[src/logic/memCtrlPkg.sv]
package memCtrlPkg;

    // RAM and word geometry
    localparam int BYTE_WIDTH     = 8;
    localparam int WORD_WIDTH     = 32;
    localparam int BYTES_PER_WORD = WORD_WIDTH / BYTE_WIDTH;

    localparam int LEN_WIDTH   = 3;
    localparam int OWNER_WIDTH = 2;

    // one memory word, seen whole or as byte lanes (lane 0 is the low byte)
    typedef union packed {
        logic [WORD_WIDTH-1:0]                      word;
        logic [BYTES_PER_WORD-1:0][BYTE_WIDTH-1:0] bytes;
    } memWord_u;

    // data port length codes
    localparam logic [LEN_WIDTH-1:0] LEN_BYTE = 3'd1;
    localparam logic [LEN_WIDTH-1:0] LEN_HALF = 3'd2;
    localparam logic [LEN_WIDTH-1:0] LEN_WORD = 3'd4;

    // who owns the memory
    localparam logic [OWNER_WIDTH-1:0] OWNER_NONE  = 2'd0;
    localparam logic [OWNER_WIDTH-1:0] OWNER_DATA  = 2'd1;
    localparam logic [OWNER_WIDTH-1:0] OWNER_FETCH = 2'd2;

    // RAM direction
    localparam logic MEM_READ  = 1'b0;
    localparam logic MEM_WRITE = 1'b1;

    // data port direction
    localparam logic DIR_LOAD  = 1'b0;
    localparam logic DIR_STORE = 1'b1;

    // byte count of a length code, anything unknown counts as a full word
    function automatic logic [LEN_WIDTH-1:0] lenToBytes(input logic [LEN_WIDTH-1:0] len);
        logic [LEN_WIDTH-1:0] count;
        case (len)
            LEN_BYTE: count = 3'd1;
            LEN_HALF: count = 3'd2;
            default:  count = 3'd4;
        endcase
        return count;
    endfunction

endpackage

[src/logic/reqArbiter.sv]
`timescale 1ns/1ns

module reqArbiter #(
    parameter int ADDR_WIDTH = 17
) (
    input  logic                                   clk,
    input  logic                                   rst,
    input  logic                                   i_stall,

    // data port request
    input  logic                                   i_dcEn,
    input  logic                                   i_dcDir,
    input  logic [memCtrlPkg::LEN_WIDTH-1:0]       i_dcLen,
    input  logic [ADDR_WIDTH-1:0]                  i_dcAddr,
    input  logic [memCtrlPkg::WORD_WIDTH-1:0]      i_dcData,

    // fetch request
    input  logic                                   i_infEn,
    input  logic [ADDR_WIDTH-1:0]                  i_infAddr,

    input  logic                                   i_seqDone,

    output logic                                   o_start,
    output logic                                   o_isFetch,
    output logic                                   o_isStore,
    output logic [memCtrlPkg::LEN_WIDTH-1:0]       o_len,
    output logic [ADDR_WIDTH-1:0]                  o_baseAddr,
    output memCtrlPkg::memWord_u                   o_storeWord,
    output logic [memCtrlPkg::OWNER_WIDTH-1:0]     o_owner
);

    logic idle;
    logic grantData;
    logic grantFetch;

    // owner code doubles as the busy flag
    assign idle = (o_owner == memCtrlPkg::OWNER_NONE);

    // data port wins a tie
    assign grantData  = idle && !i_stall && i_dcEn;
    assign grantFetch = idle && !i_stall && !i_dcEn && i_infEn;

    assign o_start   = grantData || grantFetch;
    assign o_isFetch = (o_owner == memCtrlPkg::OWNER_FETCH);

    always_ff @(posedge clk) begin
        if (rst) begin
            o_owner   <= memCtrlPkg::OWNER_NONE;
            o_isStore <= 1'b0;
        end else if (!i_stall) begin
            if (grantData) begin
                o_owner   <= memCtrlPkg::OWNER_DATA;
                o_isStore <= (i_dcDir == memCtrlPkg::DIR_STORE);
            end else if (grantFetch) begin
                o_owner   <= memCtrlPkg::OWNER_FETCH;
                o_isStore <= 1'b0;
            end else if (!idle && i_seqDone) begin
                // transaction over, back to idle
                o_owner   <= memCtrlPkg::OWNER_NONE;
                o_isStore <= 1'b0;
            end
        end
    end

    // request fields, held for the whole transaction
    always_ff @(posedge clk) begin
        if (grantData) begin
            o_baseAddr       <= i_dcAddr;
            o_len            <= i_dcLen;
            o_storeWord.word <= i_dcData;
        end else if (grantFetch) begin
            o_baseAddr <= i_infAddr;
            // a fetch is always a full word
            o_len      <= memCtrlPkg::LEN_WORD;
        end
    end

endmodule

[src/logic/byteSequencer.sv]
`timescale 1ns/1ns

module byteSequencer #(
    parameter int ADDR_WIDTH = 17
) (
    input  logic                                   clk,
    input  logic                                   rst,
    input  logic                                   i_stall,
    input  logic                                   i_start,
    input  logic                                   i_isStore,
    input  logic [memCtrlPkg::LEN_WIDTH-1:0]       i_len,
    input  logic [ADDR_WIDTH-1:0]                  i_baseAddr,
    input  memCtrlPkg::memWord_u                   i_storeWord,

    // byte-wide RAM
    output logic [ADDR_WIDTH-1:0]                  o_memAddr,
    output logic                                   o_memRw,
    output logic [memCtrlPkg::BYTE_WIDTH-1:0]      o_memData,

    output logic [memCtrlPkg::LEN_WIDTH-1:0]       o_stage,
    output logic                                   o_done
);

    logic [memCtrlPkg::LEN_WIDTH-1:0] stage;
    logic [memCtrlPkg::LEN_WIDTH-1:0] numBytes;
    logic [memCtrlPkg::LEN_WIDTH-1:0] lastStage;
    logic [memCtrlPkg::LEN_WIDTH-1:0] offset;
    logic [1:0]                       laneIdx;
    logic                             busy;
    logic                             addrPhase;
    logic                             finalStage;

    assign numBytes = memCtrlPkg::lenToBytes(i_len);

    // reads need one extra stage for the last byte to come back
    assign lastStage = i_isStore ? numBytes : numBytes + 3'd1;

    assign busy       = (stage != '0);
    assign addrPhase  = busy && (stage <= numBytes);
    assign finalStage = busy && (stage == lastStage);

    // stage 1 drives the base address itself
    assign offset  = stage - 3'd1;
    assign laneIdx = offset[1:0];

    always_ff @(posedge clk) begin
        if (rst) begin
            stage <= '0;
        end else if (!i_stall) begin
            if (i_start) begin
                stage <= 3'd1;
            end else if (finalStage) begin
                stage <= '0;
            end else if (busy) begin
                stage <= stage + 3'd1;
            end
        end
    end

    always_comb begin
        o_memAddr = '0;
        o_memRw   = memCtrlPkg::MEM_READ;
        o_memData = '0;
        if (addrPhase && !i_stall) begin
            o_memAddr = i_baseAddr + ADDR_WIDTH'(offset);
            if (i_isStore) begin
                o_memRw   = memCtrlPkg::MEM_WRITE;
                o_memData = i_storeWord.bytes[laneIdx];
            end
        end
    end

    assign o_stage = stage;

    // no done while frozen
    assign o_done = finalStage && !i_stall;

endmodule

[src/logic/wordAssembler.sv]
`timescale 1ns/1ns

module wordAssembler (
    input  logic                                   clk,
    input  logic                                   rst,
    input  logic                                   i_stall,
    input  logic [memCtrlPkg::LEN_WIDTH-1:0]       i_stage,
    input  logic                                   i_isFetch,
    input  logic                                   i_isStore,
    input  logic [memCtrlPkg::LEN_WIDTH-1:0]       i_len,
    input  logic [memCtrlPkg::BYTE_WIDTH-1:0]      i_memByte,
    input  logic                                   i_seqDone,

    // fetch result
    output logic                                   o_infDone,
    output logic [memCtrlPkg::WORD_WIDTH-1:0]      o_infInst,

    // data result
    output logic                                   o_dcDone,
    output logic [memCtrlPkg::WORD_WIDTH-1:0]      o_dcData
);

    memCtrlPkg::memWord_u             collected;
    memCtrlPkg::memWord_u             assembled;
    logic [memCtrlPkg::LEN_WIDTH-1:0] numBytes;
    logic [memCtrlPkg::LEN_WIDTH-1:0] laneOffset;
    logic                             captureByte;
    logic                             finish;

    assign numBytes = memCtrlPkg::lenToBytes(i_len);

    // byte returned in stage k belongs to lane k-2
    assign laneOffset  = i_stage - 3'd2;
    assign captureByte = !i_isStore && (i_stage >= 3'd2) && (i_stage <= numBytes);

    always_ff @(posedge clk) begin
        if (rst) begin
            collected.word <= '0;
        end else if (!i_stall) begin
            if (i_stage == 3'd1) begin
                // fresh transaction
                collected.word <= '0;
            end else if (captureByte) begin
                collected.bytes[laneOffset[1:0]] <= i_memByte;
            end
        end
    end

    // live byte goes in the top lane, anything above is zero
    always_comb begin
        int topLane;
        topLane = int'(numBytes) - 1;
        for (int lane = 0; lane < memCtrlPkg::BYTES_PER_WORD; lane++) begin
            if (lane < topLane) begin
                assembled.bytes[lane] = collected.bytes[lane];
            end else if (lane == topLane) begin
                assembled.bytes[lane] = i_memByte;
            end else begin
                assembled.bytes[lane] = '0;
            end
        end
    end

    assign finish = i_seqDone && !i_stall;

    assign o_infDone = finish && i_isFetch;
    assign o_infInst = o_infDone ? assembled.word : '0;

    // stores finish here too, only loads carry data
    assign o_dcDone = finish && !i_isFetch;
    assign o_dcData = (o_dcDone && !i_isStore) ? assembled.word : '0;

endmodule

[src/logic/memCtrl.sv]
`timescale 1ns/1ns

module memCtrl #(
    parameter int ADDR_WIDTH = 17
) (
    input  logic                                   clk,
    input  logic                                   rst,
    input  logic                                   i_rdy,
    input  logic                                   i_ioBufferFull,

    // byte-wide RAM
    input  logic [memCtrlPkg::BYTE_WIDTH-1:0]      i_memData,
    output logic                                   o_memRw,
    output logic [ADDR_WIDTH-1:0]                  o_memAddr,
    output logic [memCtrlPkg::BYTE_WIDTH-1:0]      o_memData,

    output logic [memCtrlPkg::OWNER_WIDTH-1:0]     o_owner,

    // instruction fetch
    input  logic                                   i_infEn,
    input  logic [ADDR_WIDTH-1:0]                  i_infAddr,
    output logic                                   o_infDone,
    output logic [memCtrlPkg::WORD_WIDTH-1:0]      o_infInst,

    // data port
    input  logic                                   i_dcEn,
    input  logic                                   i_dcDir,
    input  logic [memCtrlPkg::LEN_WIDTH-1:0]       i_dcLen,
    input  logic [ADDR_WIDTH-1:0]                  i_dcAddr,
    input  logic [memCtrlPkg::WORD_WIDTH-1:0]      i_dcData,
    output logic                                   o_dcDone,
    output logic [memCtrlPkg::WORD_WIDTH-1:0]      o_dcData
);

    logic                                stall;
    logic                                start;
    logic                                isFetch;
    logic                                isStore;
    logic [memCtrlPkg::LEN_WIDTH-1:0]    len;
    logic [ADDR_WIDTH-1:0]               baseAddr;
    memCtrlPkg::memWord_u                storeWord;
    logic [memCtrlPkg::LEN_WIDTH-1:0]    stage;
    logic                                seqDone;

    // either condition freezes the whole controller
    assign stall = !i_rdy || i_ioBufferFull;

    reqArbiter #(.ADDR_WIDTH(ADDR_WIDTH)) arbiter0 (
        .clk        (clk),
        .rst        (rst),
        .i_stall    (stall),
        .i_dcEn     (i_dcEn),
        .i_dcDir    (i_dcDir),
        .i_dcLen    (i_dcLen),
        .i_dcAddr   (i_dcAddr),
        .i_dcData   (i_dcData),
        .i_infEn    (i_infEn),
        .i_infAddr  (i_infAddr),
        .i_seqDone  (seqDone),
        .o_start    (start),
        .o_isFetch  (isFetch),
        .o_isStore  (isStore),
        .o_len      (len),
        .o_baseAddr (baseAddr),
        .o_storeWord(storeWord),
        .o_owner    (o_owner)
    );

    byteSequencer #(.ADDR_WIDTH(ADDR_WIDTH)) sequencer0 (
        .clk        (clk),
        .rst        (rst),
        .i_stall    (stall),
        .i_start    (start),
        .i_isStore  (isStore),
        .i_len      (len),
        .i_baseAddr (baseAddr),
        .i_storeWord(storeWord),
        .o_memAddr  (o_memAddr),
        .o_memRw    (o_memRw),
        .o_memData  (o_memData),
        .o_stage    (stage),
        .o_done     (seqDone)
    );

    wordAssembler assembler0 (
        .clk      (clk),
        .rst      (rst),
        .i_stall  (stall),
        .i_stage  (stage),
        .i_isFetch(isFetch),
        .i_isStore(isStore),
        .i_len    (len),
        .i_memByte(i_memData),
        .i_seqDone(seqDone),
        .o_infDone(o_infDone),
        .o_infInst(o_infInst),
        .o_dcDone (o_dcDone),
        .o_dcData (o_dcData)
    );

endmodule

[config.mk]
export PLATFORM = sky130hd
export DESIGN_NAME = memCtrl
export DESIGN_NICKNAME = d
export VERILOG_FILES = /design/src/logic/memCtrlPkg.sv /design/src/logic/reqArbiter.sv /design/src/logic/byteSequencer.sv /design/src/logic/wordAssembler.sv /design/src/logic/memCtrl.sv
export SDC_FILE = /design/constraint.sdc
export NUM_CORES = 1
export LEC_CHECK = 0
export BUFFER_PORTS_ARGS = -buffer_cell sky130_fd_sc_hd__clkbuf_2
export CORE_MARGIN = 2
export CORE_UTILIZATION = 49
export CTS_CLUSTER_SIZE = 20
export DETAILED_ROUTE_END_ITERATION = 12
export GPL_TIMING_DRIVEN = 0
export PLACE_DENSITY = 0.85
export SYNTH_ARGS = -nofsm -noshare
export SYNTH_HDL_FRONTEND = slang
export SYNTH_SLANG_ARGS = --single-unit
[constraint.sdc]
create_clock -name clk -period 3.79 [get_ports clk]
set_input_delay 0.1895 -clock clk [delete_from_list [all_inputs] [get_ports clk]]
set_output_delay 0.1895 -clock clk [all_outputs]
set_load 0.02 [all_outputs]
==> results of run 1 <==
## sequential cells by signal, summed over array words and instances, names as in the netlist
signal	flops
arbiter0.o_storeWord	32
assembler0.collected	24
arbiter0.o_baseAddr	17
arbiter0.o_len	3
sequencer0.o_stage	3
arbiter0.o_owner	2
arbiter0.o_isStore	1
## what timing repair did
action,in CTS,in global routing
resized for setup,12,17
pin swaps,1,4
endpoints found under the hold margin,16,6
endpoints found under the setup margin,90,77
hold buffers,16,6
setup buffers,6,3
## area by class of cell
type	count	area [sq um]	area share (%)
clock buffer	9	124	2.02
clock inverter	7	58.8	0.959
inverter	15	56.3	0.918
multi-input combinational	343	2310	37.7
sequential	82	2160	35.3
timing repair buffer	199	1130	18.4
tap	111	139	2.26
buffer	34	150	2.45
## kinds of logic (layout without fill, tap and decap cells)
kind of cell / Yosys count / in the layout
adder cells (fa/ha/maj): 17 / 17
buffers and inverters: 49 / 264
multiplexers: 26 / 26
AO/OA/AOI/OAI: 53 / 53
flip-flops: 82 / 82
XOR/XNOR: 20 / 20
AND/OR/NAND/NOR: 227 / 227
## cells in the final DEF (no fill, tap or decap), drive strengths merged, types with 2 or more instances in the layout
master	synthesis	routed
dfxtp	30	30
edfxtp	52	52
a31oi	2	2
buf	17	26
mux2i	18	18
mux4	8	8
nor2b	16	16
a22o	16	16
clkinvlp	0	2
a21oi	7	7
nand2b	6	6
clkbuf	17	194
ha	16	16
nand2	80	80
nor4b	3	3
and4	2	2
a2111oi	2	2
o21ai	4	4
nor4	2	2
nor2	75	75
nor3b	2	2
nor3	7	7
inv	15	18
clkinv	0	2
nand4	2	2
and3	21	21
xnor2	9	9
nand3	8	8
dlygate4sd3	0	22
xor2	11	11
a22oi	17	17
## routing by layer
layer,part of all wire [%],vias to the layer above,track usage (%)
met5,0,-,0
met4,2.2,0,8.22
met3,6.8,21,5.55
met2,52,190,45.2
met1,38,2013,27.7
li1,-,2067,-
## power by group through the flow
stage / Sequential (mW) / Combinational [mW] / Clock [mW]
6_report: 0.989 / 0.215 / 0.598
5_1_grt: 0.992 / 0.236 / 0.642
4_1_cts: 0.988 / 0.199 / 0.596
3_5_place_dp: 1.01 / 0.180 / 0
3_3_place_gp: 1.01 / 0.172 / 0
2_1_floorplan: 1.01 / 0.107 / 0
## per-stage QoR
stage | setup slack (ns) | instances | util, %
6_report | 0.0514 | 800 | 67.0
5_1_grt | -0.118 | 800 | 67.0
4_1_cts | 0.0133 | 791 | 65.3
3_5_place_dp | -0.375 | 753 | 60.5
3_3_place_gp | -0.233 | 753 | 60.5
2_1_floorplan | 0.262 | 474 | -
## final timing paths
check	to	slack, ns	depth (start not counted)	from
worst min register to register	assembler0.collected[1]$_SDFFE_PP0P_	0.47	2	assembler0.collected[1]$_SDFFE_PP0P_
worst max-delay path	o_dcData[22]	0.05	11	arbiter0.o_len[2]$_SDFFCE_PN1P_
worst min-delay path	arbiter0.o_storeWord[0]$_DFFE_PP_	0.01	1	i_dcData[0]
worst max register to register	assembler0.collected[7]$_SDFFE_PP0P_	0.44	12	arbiter0.o_len[2]$_SDFFCE_PN1P_
==> results_dict.tcl, run 1 <==
set metrics [dict create \
    slew_viol_final 0 \
    power_mw 1.80 \
    hold_slack_ns 0.0114 \
    final_nets 785 \
    synth_xor_xnor_area_share_pct 3.84 \
    yosysWarnings 0 \
    syn2layout_area_growth_pct 34.5 \
    path_class "reg -> out" \
    ioPinCount 178 \
    clk_latency_ns 0.36 \
    critPathMaxStageDelay_ns 0.49 \
    power_density_nw_per_um2 294 \
    globalplace.congestion 0.934 \
    tritoncts "yes" \
    cts.sinks 82 \
    synthTopCellsByCount "80 x nand2_1, 75 x nor2_1, 52 x edfxtp_1" \
    ys.flop_type "edfxtp_1" \
    finClkSkew_ns 0.0154 \
    drtAntennaViolNets 0 \
    min_period_over_period_pct 98.6 \
    power.clock.fraction_pct 33.2 \
    grt_overflow_total 0 \
    fin_area_sq_um 6130 \
    die_h_microns 100 \
    synthArstFlopShare_pct 0 \
    rsz0062_at_grt "yes" \
    synth_compound_area_share_pct 8.73 \
    yosys.area.top_type "edfxtp_1" \
    worstSetupStartpointType "flop" \
    grtUsageTotal_pct 24.4 \
    synth_area_sq_um 4560 \
    wl_per_cell_microns 15.5 \
    grt_max_degree 42 \
    cts_buffers 9 \
    crit_required_ns 3.60 \
    numPortBuffers 168 \
    end_kind "primary output" \
    critPathMaxFanout 10 \
    swShare_pct 26.7 \
    synth_cells 474 \
    place_area_sq_um 5540 \
    synth_area_per_cell_sq_um 9.62 \
    internal_power_mw 1.32 \
    synth-seq-cells 82 \
    worst_pin_slew_ns 0.945 \
    max_freq_mhz 267 \
    start_util_pct 49.8 \
    drtIter0Drc 238 \
    p_comb_share_pct 11.9 \
    fin_crit_ns 3.74 \
    p_sw_mw 0.482 \
    num_antenna_cells 0 \
    vdd_drop_max_uv 241 \
    ys_seq_area_share_pct 47.4 \
    cts_max_level 3 \
    grt_first_pass_wirelength_microns 19300 \
    synth_mux_area_share_pct 7.90 \
    drc 0 \
    critPathSlowestCell "edfxtp_1" \
    synth-adder-area-share_pct 4.83 \
    layout-drive-gt1-share_pct 32.7 \
    p_leak_nw 2.70 \
    yosysMostFrequentCell "nand2_1" \
    core-area_sq_um 9150 \
    synthesis.nets 575 \
    setup_tns_ns 0 \
    viasPerCell 5.36 \
    first_pass_iters 5 \
    fp.dieW_microns 100 \
    synthSimpleGateAreaFrac_pct 23.1 \
    synth_top_family_by_area "simple AND/OR/NAND/NOR gates" \
    nFillCells 704 \
    max-slew-margin-rel_pct 37.0 \
    grt_pass1_vias 4176 \
    synth_top_area_share_pct 34.2 \
    hpwl_microns 8980 \
    crit_family "simple AND/OR/NAND/NOR gates" \
    hold_viol_final 0 \
    cp_common_cell "buf_2" \
    path_cells "nor3b_4, inv_1, ha_2, nor4b_4, xnor2_1, a2111o_1, or4_1, buf_2, buf_2, nor2_1, clkbuf_2" \
    synthDistinctLibCells 43 \
    path_buf_inv 4 \
    root_buffer "clkbuf_8" \
    hp-class "in -> reg" \
    row_count 35 \
    worstPathArrival_ns 3.55 \
    die_area_sq_um 10100 \
    vias 4291 \
    seqPwrFrac_pct 54.9 \
    drv_cap 0 \
    clockBufferDepth 2 \
    clk_pin_slew_worst_paths_ns 0.09 \
    synth_edf_count 52 \
    antenna_found_initial 0 \
    synth_area_leaders "edfxtp_1 34%, dfxtp_1 13%, nand2_1 6.6%" \
    wirelength_microns 12400 \
    setup_viol 0 \
    outcome "finished, final reports clean" \
]
No activity file was read; power rests on OpenSTA's default activity.
==> run 2, diff against run 1 <==
--- a/config.mk
+++ b/config.mk
@@ -6,12 +6,14 @@
 export NUM_CORES = 1
 export LEC_CHECK = 0
 export BUFFER_PORTS_ARGS = -buffer_cell sky130_fd_sc_hd__clkbuf_2
+export CAP_MARGIN = 10
 export CORE_MARGIN = 2
-export CORE_UTILIZATION = 49
+export CORE_UTILIZATION = 53
 export CTS_CLUSTER_SIZE = 20
 export DETAILED_ROUTE_END_ITERATION = 12
 export GPL_TIMING_DRIVEN = 0
-export PLACE_DENSITY = 0.85
+export PLACE_DENSITY = 0.91
+export REMOVE_ABC_BUFFERS = 1
 export SYNTH_ARGS = -nofsm -noshare
 export SYNTH_HDL_FRONTEND = slang
 export SYNTH_SLANG_ARGS = --single-unit
==> constraint.sdc (replaced) <==
create_clock -name clk -period 4.71 [get_ports clk]
set_input_delay 0.2355 -clock clk [delete_from_list [all_inputs] [get_ports clk]]
set_output_delay 0.2355 -clock clk [all_outputs]
set_load 0.02 [all_outputs]
==> run 2 against run 1 <==
Clock skew is essentially flat. Clock power fell by 14%. Sequential power down 19%. Sequential share of layout area increased by 3.0 points.
==> results_dict.tcl, run 2 (synthesized netlist as in run 1, its figures left out) <==
set metrics [dict create \
    outcome "finished, final reports clean" \
    hp-class "in -> reg" \
    largest_reg_flops 32 \
    first_pass_iters 5 \
    viasPerCell 5.57 \
    reg_top3 "arbiter0.o_storeWord x32, assembler0.collected x24, arbiter0.o_baseAddr x17" \
    die_area_sq_um 9360 \
    drc 0 \
    root_buffer "clkbuf_8" \
    use_met3_pct 5.92 \
    num_antenna_cells 0 \
    gr-usage-met1_pct 28.5 \
    p_leak_nw 2.52 \
    worst_pin_slew_ns 1.05 \
    wirelength_microns 11400 \
    start_util_pct 55.2 \
    cts_max_level 3 \
    grt_overflow_total 0 \
    clk_pin_slew_worst_paths_ns 0.10 \
    ioPinCount 178 \
    clk_latency_ns 0.37 \
    row_count 33 \
    cts.sinks 82 \
    drtIter0Drc 243 \
    numPortBuffers 177 \
    mostFrequentLayoutCell "clkbuf_2" \
    globalplace.congestion 0.922 \
    met2_usage_pct 43.0 \
    grt_max_degree 52 \
    worstPathArrival_ns 4.13 \
    multi_input_area_sq_um 2220 \
    critPathMaxStageDelay_ns 0.49 \
    syn2layout_area_growth_pct 24.0 \
    path_buf_inv 3 \
    seq_area_sq_um 2160 \
    final_cell_mix "177 x clkbuf_2, 80 x nand2_1, 75 x nor2_1, 52 x edfxtp_1, 29 x dfxtp_1" \
    hold_viol_final 0 \
    crit_required_ns 4.47 \
    grt_pass1_vias 4038 \
    grt_first_pass_wirelength_microns 19000 \
    fin_crit_ns 4.36 \
    layout-drive-gt1-share_pct 32.9 \
    min_period_over_period_pct 92.6 \
    vdd_drop_max_uv 218 \
    path_class "reg -> out" \
    hpwl_microns 8800 \
    gr-max-usage-layer "met2" \
    max-slew-margin-rel_pct 29.6 \
    wl_per_cell_microns 15.4 \
    antenna_found_initial 0 \
    final_nets 729 \
    finClkSkew_ns 0.0150 \
    drv_cap 0 \
    drtAntennaViolNets 0 \
    hold_slack_ns 0.0336 \
    max_freq_mhz 229 \
    fp.dieW_microns 96.8 \
    grtUsageTotal_pct 24.5 \
    clockBufferDepth 2 \
    slew_viol_final 0 \
    critPathMaxFanout 16 \
    setup_tns_ns 0 \
    cts_buffers 9 \
    worstSetupStartpointType "flop" \
    tritoncts "yes" \
    nFillCells 631 \
    die_h_microns 96.8 \
    core-area_sq_um 8260 \
    vias 4113 \
    rsz0062_at_grt "no" \
    power_density_nw_per_um2 257 \
    setup_viol 0 \
    end_kind "primary output" \
    largest_register "arbiter0.o_storeWord" \
    path_cells "nor3b_2, inv_1, ha_1, nor4b_4, inv_1, ha_1, nor2b_1, o21a_1, o21ai_1, nand2_1, nor2_1, clkbuf_2" \
    crit_family "simple AND/OR/NAND/NOR gates" \
    critPathSlowestCell "o21ai_1" \
]
[run 2: worst reg2reg max path: cells and delay by family, from the launching register on]
family | cells | cell delay, ns
DFF | 1 | 0.48
muxes | 1 | 0.31
and+or+nand+nor | 4 | 1.29
AOI/OAI and AO/OA | 2 | 0.65
buffers and inverters | 2 | 0.22
adders and majority gates | 2 | 0.66
[run 2: final timing paths]
path                                             start  cells past startpoint  slack (ns)                              endpoint
setup / recovery       arbiter0.o_len[2]$_SDFFCE_PN1P_                     12        0.35                          o_memAddr[3]
hold / removal                            i_dcData[27]                      1        0.03    arbiter0.o_storeWord[27]$_DFFE_PP_
setup reg to reg       arbiter0.o_len[2]$_SDFFCE_PN1P_                     11        1.02  assembler0.collected[2]$_SDFFE_PP0P_
hold reg to reg   assembler0.collected[3]$_SDFFE_PP0P_                      2        0.47  assembler0.collected[3]$_SDFFE_PP0P_
[run 2: repair_timing]
action / 4_1_cts / 5_1_grt
endpoints found under the hold margin: 0 / 0
setup buffers: 0 / 0
pin swaps: 0 / 1
hold buffers: 0 / 0
gates resized for setup: 1 / 3
setup endpoints to repair: 2 / 11
[run 2: final cells by class]
| class | instances | share of cell area (%) |
|---|---|---|
| Sequential cell | 82 | 38.3 |
| Multi-Input combinational cell | 343 | 39.2 |
| Tap cell | 105 | 2.32 |
| Inverter | 15 | 0.996 |
| Clock buffer | 9 | 2.19 |
| Clock inverter | 7 | 1.39 |
| Timing Repair Buffer | 177 | 15.7 |
[run 2: through the flow]
stage | std cells | power (mW) | setup slack, ns | area [sq um] | util, %
detailed placement | 722 | 0.955 | 0.316 | 5440 | 65.9
finish | 738 | 1.45 | 0.349 | 5660 | 68.5
global route | 738 | 1.51 | 0.0402 | 5660 | 68.5
global placement | 722 | 0.946 | 0.437 | 5440 | 65.9
CTS | 738 | 1.46 | 0.0228 | 5640 | 68.3
floorplan | 440 | 0.886 | 1.12 | 4420 | -
[run 2: where the power goes]
part	switching [mW]	internal (mW)	leakage [nW]
clock network	0.266	0.248	0.0921
registers	0.0134	0.785	0.719
logic	0.0813	0.0604	1.71
[run 2: routing by layer]
metal,wire length [microns],part of all wire [%],vias to the layer above
met5,0,0,-
met4,353,3.1,0
met3,878,7.7,34
met2,5730,50,214
met1,4390,39,1905
li1,-,-,1960
==> run 3, diff against run 2 <==
--- a/config.mk
+++ b/config.mk
@@ -8,7 +8,7 @@
 export BUFFER_PORTS_ARGS = -buffer_cell sky130_fd_sc_hd__clkbuf_2
 export CAP_MARGIN = 10
 export CORE_MARGIN = 2
-export CORE_UTILIZATION = 53
+export CORE_UTILIZATION = 54
 export CTS_CLUSTER_SIZE = 20
 export DETAILED_ROUTE_END_ITERATION = 12
 export GPL_TIMING_DRIVEN = 0
@@ -16,4 +16,5 @@
 export REMOVE_ABC_BUFFERS = 1
 export SYNTH_ARGS = -nofsm -noshare
 export SYNTH_HDL_FRONTEND = slang
+export SYNTH_HIERARCHICAL = 1
 export SYNTH_SLANG_ARGS = --single-unit
==> constraint.sdc (replaced) <==
create_clock -name clk -period 4.71 [get_ports clk]
set_input_delay 1.1775 -clock clk [delete_from_list [all_inputs] [get_ports clk]]
set_output_delay 1.1775 -clock clk [all_outputs]
set_load 0.02 [all_outputs]
==> run 3 against run 2 <==
Clock skew is 0.0057 ns lower. Fmax is 4.3% lower. Design area is 7.3% higher. Wire length is 12% higher. First-iteration DRC count is 48% higher. Flip-flop and latch count stayed put. Sequential share of layout area is 2.6 points lower. Global-route usage is 0.082 points higher.
==> results_dict.tcl, run 3 <==
set metrics [dict create \
    setup_viol 0 \
    critPathMaxStageDelay_ns 0.52 \
    synthDistinctLibCells 52 \
    first_pass_iters 5 \
    cts_max_level 3 \
    synth_area_per_cell_sq_um 10.1 \
    synth_edf_count 52 \
    grtUsageTotal_pct 24.6 \
    grt_overflow_total 0 \
    path_cells "nor2_1, nand2_1, ha_1, or4b_4, ha_1, nor2b_1, o21ai_0, nand2b_1, a2111o_1, nor2b_1, clkbuf_2" \
    die_area_sq_um 9710 \
    largest_register "arbiter0/o_storeWord" \
    synthTopCellsByCount "86 x nor2_1, 52 x edfxtp_1, 34 x nand2_1" \
    synthArstFlopShare_pct 0 \
    hold_viol_final 0 \
    yosysMostFrequentCell "nor2_1" \
    drc 0 \
    ioPinCount 178 \
    ctsHoldBuffers 0 \
    synth_area_leaders "edfxtp_1 32%, dfxtp_1 12%, nor2_1 6.7%" \
    yosysWarnings 6 \
    hpwl_microns 9050 \
    grt_max_degree 26 \
    crit_required_ns 3.53 \
    max_freq_mhz 219 \
    fp.dieW_microns 98.5 \
    final_cell_mix "177 x clkbuf_2, 86 x nor2_1, 52 x edfxtp_1, 34 x nand2_1" \
    synth_cells 479 \
    clockBufferDepth 2 \
    p_leak_nw 2.62 \
    worstSetupStartpointType "flop" \
    tritoncts "yes" \
    ys_seq_area_share_pct 44.8 \
    ys.flop_type "edfxtp_1" \
    path_class "reg -> out" \
    drtAntennaViolNets 0 \
    root_buffer "clkbuf_8" \
    cts.sinks 82 \
    end_kind "primary output" \
    wl_per_cell_microns 16.5 \
    die_h_microns 98.5 \
    row_count 34 \
    worstPathArrival_ns 3.38 \
    hold_slack_ns 0.460 \
    rsz0062_at_grt "yes" \
    max-slew-margin-rel_pct 49.8 \
    hp-class "reg -> reg" \
    setup_tns_ns 0 \
    drv_cap 0 \
    viasPerCell 5.57 \
    critPathMaxFanout 9 \
    vias 4274 \
    antenna_found_initial 0 \
    globalplace.congestion 0.925 \
    cts_buffers 9 \
    grt_pass1_vias 4224 \
    start_util_pct 55.6 \
    synth_area_sq_um 4820 \
    power_density_nw_per_um2 246 \
    synth-seq-cells 82 \
    mostFrequentLayoutCell "clkbuf_2" \
    grt_first_pass_wirelength_microns 19300 \
    path_buf_inv 1 \
    min_period_over_period_pct 96.7 \
    layout-drive-gt1-share_pct 37.8 \
    reg_top3 "arbiter0/o_storeWord x32, assembler0/collected x24, arbiter0/o_baseAddr x17" \
    drtIter0Drc 359 \
    synth_top_area_share_pct 32.4 \
    fin_crit_ns 4.56 \
    yosys.area.top_type "edfxtp_1" \
    wirelength_microns 12700 \
    clk_latency_ns 0.36 \
    numPortBuffers 177 \
    vdd_drop_max_uv 235 \
    outcome "finished, final reports clean" \
    final_nets 757 \
    worst_pin_slew_ns 0.754 \
    syn2layout_area_growth_pct 25.7 \
    largest_reg_flops 32 \
    num_antenna_cells 0 \
    clk_pin_slew_worst_paths_ns 0.09 \
    core-area_sq_um 8680 \
    slew_viol_final 0 \
    critPathSlowestCell "a2111o_1" \
    finClkSkew_ns 0.00934 \
    crit_family "simple AND/OR/NAND/NOR gates" \
]
[run 3: cell types whose count changed after synthesis, sizes merged, moves of 10 or more]
cell | previous run | this run
buf | 17 | 7
nand2b | 6 | 18
a21oi | 7 | 17
mux2 | 0 | 17
nand2 | 80 | 34
nor2 | 75 | 86
inv | 15 | 30
a22o | 16 | 0
[run 3: logic make-up (layout without fill, tap and decap cells)]
| group | count (synthesis) | after routing | share of synthesized area (%) |
|---|---|---|---|
| buffers and inverters | 54 | 232 | 5.03 |
| AND/OR/NAND/NOR | 202 | 204 | 20.7 |
| XOR/XNOR | 19 | 19 | 3.45 |
| AO/OA/AOI/OAI | 54 | 54 | 8.25 |
| multiplexers | 49 | 49 | 12.7 |
| flip-flops | 82 | 82 | 44.8 |
| adder cells (fa/ha/maj) | 19 | 19 | 5.08 |
[run 3: timing repair]
item,4_1_cts,5_1_grt
gates cloned,0,2
buffers inserted,0,5
pin swaps,0,4
setup endpoints to repair,60,68
resized for setup,5,6
[run 3: routing by layer]
metal	share of wire (%)	track usage [%]
met1	37	29.1
met2	52	43.5
met3	8.3	5.32
met4	2.6	10.3
met5	0	0
[run 3: worst min-delay path, stage by stage, from the launching register on]
cell and delay, ns:
dfxtp_1 0.32, inv_1 0.05, o22ai_1 0.05
[run 3: power by group]
group | total (mW) | leakage (nW) | switching (mW) | internal, mW
combinational | 0.159 | 1.79 | 0.0830 | 0.0764
sequential | 0.798 | 0.719 | 0.0140 | 0.784
clock | 0.534 | 0.102 | 0.280 | 0.254
total | 1.49 | 2.62 | 0.377 | 1.11
[run 3: stage by stage]
| stage | setup WS, ns | instance area, sq um | instances | power [mW] | utilization [%] |
|---|---|---|---|---|---|
| global route | -0.0329 | 6070 | 767 | 1.53 | 69.9 |
| CTS | 0.0379 | 5990 | 760 | 1.49 | 69.0 |
| finish | 0.154 | 6070 | 767 | 1.49 | 69.9 |
| detailed placement | -0.0897 | 5770 | 744 | 0.968 | 66.5 |
| global placement | -0.0467 | 5720 | 740 | 0.956 | 65.9 |
| floorplan | 0.583 | 4690 | 455 | 0.898 | - |
[run 3: area by class of cell]
cell class | instances | area, sq um
Clock buffer | 9 | 124
Sequential cell | 82 | 2160
Clock inverter | 7 | 83.8
Multi-Input combinational cell | 345 | 2470
Tap cell | 108 | 135
Inverter | 30 | 113
Timing Repair Buffer | 186 | 976
Fill cell | 657 | 2610
[run 3: final timing paths]
path                                                            start                                    end  slack [ns]  depth (start not counted)
worst max-delay path                  arbiter0/o_len[2]$_SDFFCE_PP1P_                           o_memData[3]        0.15                         11
worst min-delay path            assembler0/collected[14]$_SDFFE_PP0P_  assembler0/collected[14]$_SDFFE_PP0P_        0.46                          2
worst max register to register        arbiter0/o_len[0]$_SDFFCE_PP0P_   assembler0/collected[4]$_SDFFE_PP0P_        1.31                         10
worst min register to register  assembler0/collected[14]$_SDFFE_PP0P_  assembler0/collected[14]$_SDFFE_PP0P_        0.46                          2
